$ cat config.mk
export PLATFORM = sky130hd
export DESIGN_NAME = cap_unit_top
export DESIGN_NICKNAME = d
export VERILOG_FILES = /design/src/rtl/cap_pkg.sv /design/src/rtl/cap_op_if.sv /design/src/rtl/cap_unit_top.sv /design/src/rtl/cap_check_stage.sv /design/src/rtl/cap_regfile_stage.sv /design/src/rtl/cap_apb_front.sv
export VERILOG_INCLUDE_DIRS = /design/src /design/src/rtl
export SDC_FILE = /design/constraint.sdc
export NUM_CORES = 1
export LEC_CHECK = 0
export BUFFER_PORTS_ARGS = -buffer_cell sky130_fd_sc_hd__buf_4
export CAP_MARGIN = 20
export CORE_MARGIN = 2
export CORE_UTILIZATION = 30
export DETAILED_ROUTE_END_ITERATION = 6
export GPL_ROUTABILITY_DRIVEN = 0
export SLEW_MARGIN = 20
export SYNTH_ARGS = -nofsm -noshare
export SYNTH_HDL_FRONTEND = slang
export SYNTH_SLANG_ARGS = --single-unit
export TNS_END_PERCENT = 50
$ cat constraint.sdc
create_clock -name clk_i -period 5.4 [get_ports clk_i]
set_input_delay 1.08 -clock clk_i [delete_from_list [all_inputs] [get_ports clk_i]]
set_output_delay 1.08 -clock clk_i [all_outputs]
set_load 0.02 [all_outputs]
$ cat src/rtl/cap_defs.svh
`ifndef CAP_DEFS_SVH
`define CAP_DEFS_SVH

// Capability file geometry
`define CAP_NUM    16
`define CAP_IDX_W  4

// APB address width
`define CAP_ADDR_W 8

// Register map, word aligned
`define REG_BASE     8'h00
`define REG_LEN      8'h04
`define REG_PERM     8'h08
`define REG_COMMIT   8'h0C
`define REG_CHK_ADDR 8'h10
`define REG_CHK_GO   8'h14
`define REG_RESULT   8'h18
`define REG_REVOKE   8'h1C
`define REG_FAULTS   8'h20

`endif
$ cat src/rtl/cap_pkg.sv
`default_nettype none

package cap_pkg;

  ////////////////////
  // Capability
  ////////////////////

  // Word range is [base, top) and tag marks a live entry
  typedef struct packed {
    logic [31:0] base;
    logic [31:0] top;
    logic        perm_r;
    logic        perm_w;
    logic        tag;
  } cap_t;

  ////////////////////
  // Pipeline ops
  ////////////////////

  typedef enum logic [1:0] {
    OP_COMMIT = 2'd0,
    OP_REVOKE = 2'd1,
    OP_CHECK  = 2'd2
  } cap_op_e;

  ////////////////////
  // Check verdict
  ////////////////////

  // Listed in decreasing priority after FLT_NONE
  typedef enum logic [1:0] {
    FLT_NONE   = 2'd0,
    FLT_TAG    = 2'd1,
    FLT_PERM   = 2'd2,
    FLT_BOUNDS = 2'd3
  } cap_fault_e;

endpackage

`default_nettype wire

$ cat src/rtl/cap_op_if.sv
`timescale 1ns/1ps
`default_nettype none

`include "cap_defs.svh"

interface cap_op_if;
  import cap_pkg::*;

  // One operation per cycle without back-pressure
  logic                  valid;
  cap_op_e               op;
  logic [`CAP_IDX_W-1:0] idx;
  logic                  is_write;
  logic [31:0]           addr;
  cap_t                  cap;

  modport src (
    output valid,
    output op,
    output idx,
    output is_write,
    output addr,
    output cap
  );

  modport dst (
    input  valid,
    input  op,
    input  idx,
    input  is_write,
    input  addr,
    input  cap
  );

endinterface

`default_nettype wire

$ cat src/rtl/cap_unit_top.sv
`timescale 1ns/1ps
`default_nettype none

`include "cap_defs.svh"

module cap_unit_top (
  input  wire logic                   clk_i,
  input  wire logic                   rst_ni,

  // APB slave
  input  wire logic                   psel_i,
  input  wire logic                   penable_i,
  input  wire logic                   pwrite_i,
  input  wire logic [`CAP_ADDR_W-1:0] paddr_i,
  input  wire logic [31:0]            pwdata_i,
  output logic      [31:0]            prdata_o,
  output logic                        pready_o,
  output logic                        pslverr_o,

  output logic                        core_sleep_o
);
  import cap_pkg::*;

  logic       res_valid;
  cap_fault_e res_fault;
  logic       unit_busy_d;
  logic       unit_busy_q;

  cap_op_if front_op ();
  cap_op_if chk_op ();

  ////////////////////
  // Busy and sleep
  ////////////////////

  // Any stage holding work or a bus transfer in progress
  assign unit_busy_d = psel_i | front_op.valid | chk_op.valid | res_valid;

  always_ff @(posedge clk_i or negedge rst_ni) begin
    if (!rst_ni) begin
      unit_busy_q <= 1'b0;
    end else begin
      unit_busy_q <= unit_busy_d;
    end
  end

  // Sleep is only reported and the clock keeps running
  assign core_sleep_o = ~unit_busy_q;

  ////////////////////
  // Pipeline
  ////////////////////

  cap_apb_front u_front (
    .clk_i       (clk_i),
    .rst_ni      (rst_ni),
    .psel_i      (psel_i),
    .penable_i   (penable_i),
    .pwrite_i    (pwrite_i),
    .paddr_i     (paddr_i),
    .pwdata_i    (pwdata_i),
    .prdata_o    (prdata_o),
    .pready_o    (pready_o),
    .pslverr_o   (pslverr_o),
    .res_valid_i (res_valid),
    .res_fault_i (res_fault),
    .op_o        (front_op)
  );

  cap_regfile_stage u_regfile (
    .clk_i  (clk_i),
    .rst_ni (rst_ni),
    .op_i   (front_op),
    .op_o   (chk_op)
  );

  cap_check_stage u_check (
    .clk_i       (clk_i),
    .rst_ni      (rst_ni),
    .op_i        (chk_op),
    .res_valid_o (res_valid),
    .res_fault_o (res_fault)
  );

endmodule

`default_nettype wire

$ cat src/rtl/cap_check_stage.sv
`timescale 1ns/1ps
`default_nettype none

module cap_check_stage (
  input  wire logic          clk_i,
  input  wire logic          rst_ni,

  cap_op_if.dst              op_i,

  output logic               res_valid_o,
  output cap_pkg::cap_fault_e res_fault_o
);
  import cap_pkg::*;

  logic        check_en;
  logic        perm_ok;
  logic        below_base;
  logic        past_top;
  logic [32:0] end_addr;
  cap_fault_e  fault_d;

  assign check_en = op_i.valid && (op_i.op == OP_CHECK);

  ////////////////////
  // Fault rule
  ////////////////////

  assign perm_ok = op_i.is_write ? op_i.cap.perm_w : op_i.cap.perm_r;

  // One extra bit so a word at the top of memory does not wrap
  assign end_addr   = {1'b0, op_i.addr} + 33'd4;
  assign below_base = op_i.addr < op_i.cap.base;
  assign past_top   = end_addr > {1'b0, op_i.cap.top};

  // Tag first, then permission, then bounds
  always_comb begin
    fault_d = FLT_NONE;
    if (!op_i.cap.tag) begin
      fault_d = FLT_TAG;
    end else if (!perm_ok) begin
      fault_d = FLT_PERM;
    end else if (below_base || past_top) begin
      fault_d = FLT_BOUNDS;
    end
  end

  ////////////////////
  // Result register
  ////////////////////

  always_ff @(posedge clk_i or negedge rst_ni) begin
    if (!rst_ni) begin
      res_valid_o <= 1'b0;
    end else begin
      res_valid_o <= check_en;
    end
  end

  always_ff @(posedge clk_i) begin
    if (check_en) begin
      res_fault_o <= fault_d;
    end
  end

endmodule

`default_nettype wire

$ cat src/rtl/cap_regfile_stage.sv
`timescale 1ns/1ps
`default_nettype none

`include "cap_defs.svh"

module cap_regfile_stage (
  input  wire logic clk_i,
  input  wire logic rst_ni,

  cap_op_if.dst     op_i,
  cap_op_if.src     op_o
);
  import cap_pkg::*;

  cap_t                  mem_q [`CAP_NUM];
  logic [`CAP_NUM-1:0]   tag_q;
  cap_t                  rd_cap;

  logic                  commit_en;
  logic                  revoke_en;
  logic                  check_en;

  logic                  chk_valid_q;
  logic [`CAP_IDX_W-1:0] chk_idx_q;
  logic                  chk_is_write_q;
  logic [31:0]           chk_addr_q;
  cap_t                  chk_cap_q;

  assign commit_en = op_i.valid && (op_i.op == OP_COMMIT);
  assign revoke_en = op_i.valid && (op_i.op == OP_REVOKE);
  assign check_en  = op_i.valid && (op_i.op == OP_CHECK);

  ////////////////////
  // Storage
  ////////////////////

  // Per-entry validity tags
  always_ff @(posedge clk_i or negedge rst_ni) begin
    if (!rst_ni) begin
      tag_q <= '0;
    end else if (commit_en) begin
      tag_q[op_i.idx] <= op_i.cap.tag;
    end else if (revoke_en) begin
      tag_q[op_i.idx] <= 1'b0;
    end
  end

  always_ff @(posedge clk_i) begin
    if (commit_en) begin
      mem_q[op_i.idx] <= op_i.cap;
    end
  end

  // Operand read takes the tag from the live tag vector
  always_comb begin
    rd_cap     = mem_q[op_i.idx];
    rd_cap.tag = tag_q[op_i.idx];
  end

  ////////////////////
  // Forward to check
  ////////////////////

  always_ff @(posedge clk_i or negedge rst_ni) begin
    if (!rst_ni) begin
      chk_valid_q <= 1'b0;
    end else begin
      chk_valid_q <= check_en;
    end
  end

  always_ff @(posedge clk_i) begin
    if (check_en) begin
      chk_idx_q      <= op_i.idx;
      chk_is_write_q <= op_i.is_write;
      chk_addr_q     <= op_i.addr;
      chk_cap_q      <= rd_cap;
    end
  end

  assign op_o.valid    = chk_valid_q;
  assign op_o.op       = OP_CHECK;
  assign op_o.idx      = chk_idx_q;
  assign op_o.is_write = chk_is_write_q;
  assign op_o.addr     = chk_addr_q;
  assign op_o.cap      = chk_cap_q;

endmodule

`default_nettype wire

$ cat src/rtl/cap_apb_front.sv
`timescale 1ns/1ps
`default_nettype none

`include "cap_defs.svh"

module cap_apb_front (
  input  wire logic                   clk_i,
  input  wire logic                   rst_ni,

  input  wire logic                   psel_i,
  input  wire logic                   penable_i,
  input  wire logic                   pwrite_i,
  input  wire logic [`CAP_ADDR_W-1:0] paddr_i,
  input  wire logic [31:0]            pwdata_i,
  output logic      [31:0]            prdata_o,
  output logic                        pready_o,
  output logic                        pslverr_o,

  input  wire logic                   res_valid_i,
  input  wire cap_pkg::cap_fault_e    res_fault_i,

  cap_op_if.src                       op_o
);
  import cap_pkg::*;

  logic                  access;
  logic                  addr_hit;
  logic                  wr_en;
  logic                  cmd_wr;

  logic [31:0]           base_q;
  logic [31:0]           len_q;
  logic [1:0]            perm_q;
  logic [31:0]           chk_addr_q;

  cap_t                  commit_cap;
  logic                  op_valid_q;
  cap_op_e               op_code_q;
  logic [`CAP_IDX_W-1:0] op_idx_q;
  logic                  op_is_write_q;
  logic [31:0]           op_addr_q;
  cap_t                  op_cap_q;

  logic                  done_q;
  cap_fault_e            fault_q;
  logic [31:0]           fault_cnt_q;

  ////////////////////
  // APB decode
  ////////////////////

  assign access = psel_i & penable_i;

  always_comb begin
    case (paddr_i)
      `REG_BASE, `REG_LEN, `REG_PERM, `REG_COMMIT, `REG_CHK_ADDR,
      `REG_CHK_GO, `REG_RESULT, `REG_REVOKE, `REG_FAULTS: addr_hit = 1'b1;
      default:                                            addr_hit = 1'b0;
    endcase
  end

  // Zero wait states
  assign pready_o  = 1'b1;
  assign pslverr_o = access & ~addr_hit;

  assign wr_en  = access & pwrite_i & addr_hit;
  assign cmd_wr = wr_en & ((paddr_i == `REG_COMMIT) | (paddr_i == `REG_REVOKE) |
                           (paddr_i == `REG_CHK_GO));

  // Command registers read back as zero
  always_comb begin
    prdata_o = '0;
    if (psel_i && !pwrite_i) begin
      case (paddr_i)
        `REG_BASE:     prdata_o = base_q;
        `REG_LEN:      prdata_o = len_q;
        `REG_PERM:     prdata_o = {30'b0, perm_q};
        `REG_CHK_ADDR: prdata_o = chk_addr_q;
        `REG_RESULT:   prdata_o = {done_q, 29'b0, fault_q};
        `REG_FAULTS:   prdata_o = fault_cnt_q;
        default:       prdata_o = '0;
      endcase
    end
  end

  ////////////////////
  // Staging registers
  ////////////////////

  always_ff @(posedge clk_i) begin
    if (wr_en) begin
      case (paddr_i)
        `REG_BASE:     base_q     <= pwdata_i;
        `REG_LEN:      len_q      <= pwdata_i;
        `REG_PERM:     perm_q     <= pwdata_i[1:0];
        `REG_CHK_ADDR: chk_addr_q <= pwdata_i;
        default:       ;
      endcase
    end
  end

  // Bit 0 read, bit 1 write
  always_comb begin
    commit_cap.base   = base_q;
    commit_cap.top    = base_q + len_q;
    commit_cap.perm_r = perm_q[0];
    commit_cap.perm_w = perm_q[1];
    commit_cap.tag    = 1'b1;
  end

  ////////////////////
  // Operation issue
  ////////////////////

  always_ff @(posedge clk_i or negedge rst_ni) begin
    if (!rst_ni) begin
      op_valid_q <= 1'b0;
    end else begin
      op_valid_q <= cmd_wr;
    end
  end

  always_ff @(posedge clk_i) begin
    if (cmd_wr) begin
      op_idx_q      <= pwdata_i[`CAP_IDX_W-1:0];
      op_is_write_q <= (paddr_i == `REG_CHK_GO) & pwdata_i[4];
      op_addr_q     <= chk_addr_q;
      op_cap_q      <= commit_cap;
      case (paddr_i)
        `REG_COMMIT: op_code_q <= OP_COMMIT;
        `REG_REVOKE: op_code_q <= OP_REVOKE;
        default:     op_code_q <= OP_CHECK;
      endcase
    end
  end

  assign op_o.valid    = op_valid_q;
  assign op_o.op       = op_code_q;
  assign op_o.idx      = op_idx_q;
  assign op_o.is_write = op_is_write_q;
  assign op_o.addr     = op_addr_q;
  assign op_o.cap      = op_cap_q;

  ////////////////////
  // Result and faults
  ////////////////////

  // A new check clears done even if an older verdict lands this cycle
  always_ff @(posedge clk_i or negedge rst_ni) begin
    if (!rst_ni) begin
      done_q      <= 1'b0;
      fault_q     <= FLT_NONE;
      fault_cnt_q <= '0;
    end else begin
      if (res_valid_i) begin
        done_q  <= 1'b1;
        fault_q <= res_fault_i;
        if (res_fault_i != FLT_NONE) begin
          fault_cnt_q <= fault_cnt_q + 32'd1;
        end
      end
      if (wr_en && (paddr_i == `REG_CHK_GO)) begin
        done_q <= 1'b0;
      end
    end
  end

endmodule

`default_nettype wire

# ---- Word-level counts from Yosys, hierarchy flattened
# Memory sizes are Yosys's and may differ from the RTL's. A register that Yosys moved wholly into a read port is not among the register bits.
# Cells that the tools add are included.
dict set report totals {
  ff_bits 294
  ram_bits 1056
  inputBits 45
  out_inout_bits 35
  elab_cells 94
  mem_count 1
}
# memory depth word_bits read_ports rd_clocked_by_memory_dff write_ports line_no
set mem_list {}
lappend mem_list {u_regfile.mem_q 16 66 1 1 1 cap_regfile_stage.sv:15} ;# cap_t mem_q [`CAP_NUM];
dict set report op_classes {
  n_addsub 3
  magnitude_cmp 4
  n_eq_ne 10
  mux 17
  bitwise_logic 16
  n_reduce_logical 19
}
# cell count
set op_table {}
lappend op_table {{case mux 32 bit (6 select lines)} 1}
lappend op_table {{adder 32 x 3 -> 33 bit, second input constant} 1}
lappend op_table {{> comparator 33 x 32 -> 1 bit} 1}
lappend op_table {{adder 32 x 1 -> 32 bit, second input constant} 1}
lappend op_table {{adder 32 bit} 1}
lappend op_table {{equality test 8 x 5 -> 1 bit, second input constant} 4}
lappend op_table {{< comparator 32 bit} 1}
lappend op_table {{two-way mux 16 bit} 2}
lappend op_table {{two-way mux 32 bit} 1}
lappend op_table {{bitwise AND 16 bit} 1}
lappend op_table {{equality test 8 x 4 -> 1 bit, second input constant} 2}
lappend op_table {{NOT 16 bit} 1}
lappend op_table {{bitwise OR 16 bit} 1}
lappend op_table {{AND reduction 2 bit} 5}
lappend op_table {{OR reduction 9 bit} 1}
lappend op_table {{equality test 8 x 3 -> 1 bit, second input constant} 1}
lappend op_table {{equality test 8 x 6 -> 1 bit, second input constant} 1}
lappend op_table {{zero test 8 bit} 1}
lappend op_table {{two-way mux 1 bit} 8}
lappend op_table {{bitwise AND 1 bit} 6}
lappend op_table {{logical AND 1 bit} 6}
lappend op_table {{nonzero test 2 bit} 3}
lappend op_table {{< comparator 4 x 5 -> 1 bit, second input constant} 1}
lappend op_table {{bitwise OR 1 bit} 5}
lappend op_table {{other kinds (11)} 13}

# ---- Logic depth before layout (Yosys ltp)
dict set report depth {
  depth_word 8
  ltp_mapped 17
  ltp_nobuf 17
}

# ---- Modules after synthesis
# A second synthesis with hierarchy kept.
dict set report hier_totals {
  hier_cells 2840
  area_unflattened_um2 56082.5
}
# mod instances cells_each area_each_um2 seq_area_each_um2
set modules_own_cells {}
lappend modules_own_cells {cap_regfile_stage 1 1815 43489.2 35258.8}
lappend modules_own_cells {cap_apb_front 1 705 10261.1 6996.7}
lappend modules_own_cells {cap_check_stage 1 317 2296.0 85.1}
lappend modules_own_cells {cap_unit_top 1 3 36.3 25.0}

# ---- Worst setup path before layout
# Ideal clock, no wire load.
dict set report synth_timing {
  kind {in2reg}
  startpoint {input paddr_i[1]}
  endpoint {register u_front.op_valid_q (netlist: u_front.op_o.valid)}
  setup_ps 860
  arrival_time_ps 9153
  required_ps 4540
  setup_slack_ps -4613
  path_stages 4
  path_buffers 0
  cell_sequence {or4_1 > nor2_1 > nand2_1 > nor3_1}
}
dict set report synth_between {
  elab_chain_len 5
  elab_cells_between_ends 15
  classes_between {eq/ne: 8; mux: 1; bitwise: 4; reduce/logical: 2}
}
# element line_no
set synth_rtl {}
lappend synth_rtl {{from (decl)} cap_unit_top.sv:14} ;# input wire logic [`CAP_ADDR_W-1:0] paddr_i,
lappend synth_rtl {{equality test 8 x 5 -> 1 bit (tied with other cells)} cap_apb_front.sv:55} ;# case (paddr_i)
lappend synth_rtl {{OR reduction 9 bit} cap_apb_front.sv:55}
lappend synth_rtl {{two-way mux 1 bit} cap_apb_front.sv:55}
lappend synth_rtl {{bitwise AND 1 bit} cap_apb_front.sv:66} ;# assign wr_en = access & pwrite_i & addr_hit;
lappend synth_rtl {{bitwise AND 1 bit *} cap_apb_front.sv:67} ;# assign cmd_wr = wr_en & ((paddr_i == `REG_COMMIT) | (paddr_i == `REG_REVOKE) |
lappend synth_rtl {{via u_front.cmd_wr} cap_apb_front.sv:29} ;# logic cmd_wr;
lappend synth_rtl {{to (signal assigned)} cap_apb_front.sv:119} ;# op_valid_q <= cmd_wr;
lappend synth_rtl {{to (decl)} cap_apb_front.sv:37} ;# logic op_valid_q;
# The timed path passes the listed nets; every way through them passes the cells marked *.
# A chain may end at the register's enable or synchronous reset.

# ---- Worst setup path after layout
dict set report layout_timing {
  startpoint {input paddr_i[1]}
  endpoint {output prdata_o[31]}
}
dict set report layout_between {
  elab_chain_len 3
  elab_cells_between_ends 8
  classes_between {eq/ne: 5; mux: 2; reduce/logical: 1}
}
# element line_no
set layout_rtl {}
lappend layout_rtl {{equality test 8 x 6 -> 1 bit (tied with other cells)} cap_apb_front.sv:74} ;# case (paddr_i)
lappend layout_rtl {{case mux 32 bit (6 select lines) *} cap_apb_front.sv:74}
lappend layout_rtl {{two-way mux 32 bit *} cap_apb_front.sv:73} ;# if (psel_i && !pwrite_i) begin
lappend layout_rtl {{to (decl)} cap_unit_top.sv:16} ;# output logic [31:0] prdata_o,
# Every way passes the cells marked *; elsewhere a longest branch is shown, timed or not.

==> results_dict.tcl <==
set metrics [dict create \
    slowest_delay_ns 0.74 \
    ir_worst_vdd_uv 273 \
    cp_max_fo 15 \
    pre_cts_slack_ns 0.517 \
    synth.avg_cell_area_um2 20.6 \
    synth_edf_count 1361 \
    synthCells 2714 \
    clockPowerShare_pct 45.3 \
    leakage_nw 21.1 \
    p_switching_mw 4.42 \
    grt_overflow 0 \
    wire_per_inst_um 25.8 \
    worst_path_most_repeated_cell "buf_4" \
    grt-busiest-layer "met2" \
    ys_ff_latch 1416 \
    fp.dieW_um 436 \
    seq_area_frac_synth_pct 75.4 \
    cp.required_ns 4.32 \
    nets 3053 \
    dr.pass1.iters 5 \
    drv_cap 0 \
    start_util_pct 30.2 \
    crit_slowest_cell "or4_1" \
    setup_viol 0 \
    finalWirelength_um 142000 \
    vias 27700 \
    cts-hold-fix-buffers 0 \
    dieArea_um2 190000 \
    htree_levels 4 \
    pwr-share-comb_pct 0.6 \
    synthToLayoutAreaGrowth_pct 16.0 \
    ys_types 69 \
    syn_nets 2856 \
    antenna_left 0 \
    drive_gt1_share_pct 24.0 \
    grt_pass1_vias 28400 \
    yosysWarnings 0 \
    drtIter0Drc 2937 \
    worst_slack_ns 0.523 \
    cts_buffer_depth 3 \
    async_reset_ff_share_pct 3.88 \
    via_per_inst 5.02 \
    p_int_mw 17.5 \
    layout_common_cells "1,361 x edfxtp_1, 335 x mux4_2, 150 x clkbuf_16, 133 x buf_4, 99 x nand2_1" \
    status "complete, no violations" \
    finalCriticalPeriod_ns 4.88 \
    cts_inserted_buffers 150 \
    io-pin-count 80 \
    hpwlAfterDp_um 85000 \
    drc 0 \
    crit_chain "buf_4 > or4_1 > nor2_1 > nand2_1 > nor3_4 > buf_4 > a221oi_1 > nor2_1 > buf_4" \
    post_cts_buffers 0 \
    post-route-util_pct 35.0 \
    startpoint_type "input port" \
    syn_area_um2 56000 \
    fillCellCount 17200 \
    hold_violations 0 \
    end_kind "primary output" \
    tightest_slew_ns 1.05 \
    fin_crit_sh_pct 90.3 \
    met3_usage_pct 2.05 \
    use_met1_pct 19.7 \
    grt_setup_unrepaired "no" \
    rows 158 \
    power_density_nw_per_um2 337 \
    arrival_ns 3.80 \
    grt_max_degree 126 \
    grtUsageMet2_pct 25.4 \
    relSlewSlack_pct 29.9 \
    clockRootBuffer "clkbuf_16" \
    cts_resized 0 \
    coreArea_um2 185000 \
    grt_pass1_wl_um 204000 \
    die_h_um 436 \
    max_freq_mhz 205 \
    clkSinkCount 1416 \
    ys.flop_type "edfxtp_1" \
    seqPwrFrac_pct 54.1 \
    holdCritPathClass "flip-flop to flip-flop" \
    antenna_found_initial 12 \
    finalMaxSlewViolations 0 \
    final_common_cell "edfxtp_1" \
    swShare_pct 20.2 \
    finClkSkew_ns 0.0324 \
    clk_latency_ns 0.77 \
    clk_pin_slew_ns 0.06 \
    crit_type "input port to primary output" \
    numPortBuffers 78 \
    grt.total_usage_pct 14.8 \
    cts_tree "done" \
]
[through the flow]
stage | hold slack [ns] | setup TNS [ns] | cells | instance area [µm²] | total power [mW]
after global placement | 0.403 | 0 | 5236 | 60200 | 12.2
after CTS | 0.416 | 0 | 5510 | 65000 | 22.1
after floorplan | 0.400 | -22.31 | 2714 | 56000 | 12.1
after detailed placement | 0.405 | 0 | 5239 | 60200 | 12.2
final | 0.410 | 0 | 5513 | 65000 | 21.9
after global routing | 0.421 | 0 | 5510 | 65000 | 22.5
[logic make-up (layout without fill, tap and decap cells)]
logic type	count (synthesis)	in the layout	share of synthesized area, %
adder cells (fa/ha/maj)	97	97	2.18
buffers and inverters	180	496	1.24
multiplexers	373	373	14.2
flip-flops	1416	1416	75.4
other	1	4	0.00670
AO/OA/AOI/OAI	224	224	2.75
AND/OR/NAND/NOR	338	338	2.90
XOR/XNOR	85	85	1.33
[synthesized netlist by cell type (33+ instances only)]
cell type	number	area, µm²
a21o_1	51	383
clkbuf_1	72	270
dfrtp_1	55	1380
edfxtp_1	1361	40900
ha_1	96	1200
inv_1	75	282
mux2i_1	33	330
mux4_2	335	7540
nand2_1	99	372
nand3_1	35	175
nor2_1	95	357
o21ai_0	54	270
xnor2_1	60	526
[sequential cells by signal, indices dropped and copies added, names as in the netlist, 4 cells and up, named ones only]
signal               cells
u_front.op_o.addr       32
u_front.op_o.idx         4
u_front.base_q          32
u_regfile.op_o.addr     32
u_front.fault_cnt_q     32
u_front.op_o.cap        66
u_front.chk_addr_q      32
u_regfile.mem_q       1056
u_front.len_q           32
u_regfile.op_o.cap      67
[power by group through the flow]
| stage | clock network (mW) | logic [mW] | registers (mW) |
|---|---|---|---|
| global placement | 0 | 0.126 | 12.1 |
| finish | 9.93 | 0.125 | 11.9 |
| floorplan | 0 | 0.0450 | 12.1 |
| CTS | 10.1 | 0.127 | 11.9 |
| detailed placement | 0 | 0.126 | 12.1 |
| global route | 10.5 | 0.132 | 11.9 |
[layout make-up]
type / instances / area (µm²) / share of cell area [%]
Inverter: 75 / 282 / 0.433
Antenna cell: 3 / 7.51 / 0.0116
Multi-Input combinational cell: 1118 / 13200 / 20.4
Timing Repair Buffer: 150 / 1330 / 2.05
Clock inverter: 79 / 815 / 1.25
Tap cell: 2480 / 3100 / 4.78
Sequential cell: 1416 / 42200 / 65.0
Clock buffer: 192 / 3950 / 6.08
[critical path: cells and delay by family]
family                 cells  cell delay (ns)
AO/OA/AOI/OAI              1             0.13
AND/OR/NAND/NOR            5             1.94
buffers and inverters      3             0.63
[path summary, 6_finish.rpt]
path                                             startpoint                                   end  slack [ns]  cells past startpoint
min in group asynchronous                            rst_ni   u_front.fault_cnt_q[31]$_DFFE_PN0P_        0.48                      1
hold reg to reg             u_front.op_o.addr[20]$_DFFE_PP_     u_regfile.op_o.addr[20]$_DFFE_PP_        0.41                      0
setup / recovery                                 paddr_i[1]                          prdata_o[31]        0.52                      9
hold / removal              u_front.op_o.addr[20]$_DFFE_PP_     u_regfile.op_o.addr[20]$_DFFE_PP_        0.41                      0
max in group asynchronous                            rst_ni   u_front.fault_cnt_q[10]$_DFFE_PN0P_        4.30                      1
setup reg to reg           u_regfile.op_o.addr[2]$_DFFE_PP_  u_check.res_fault_o[0]$_SDFFCE_PN1P_        1.00                     17
[layer usage]
metal  wire length (µm)  part of all wire [%]  vias to the layer above
li1                   -                     -                    11600
met1              59300                    42                    14900
met2              72200                    51                      958
met3               8060                   5.7                      199
met4               2900                   2.0                        0
met5                  0                     0                        -
(Power assumes the default switching activity.)
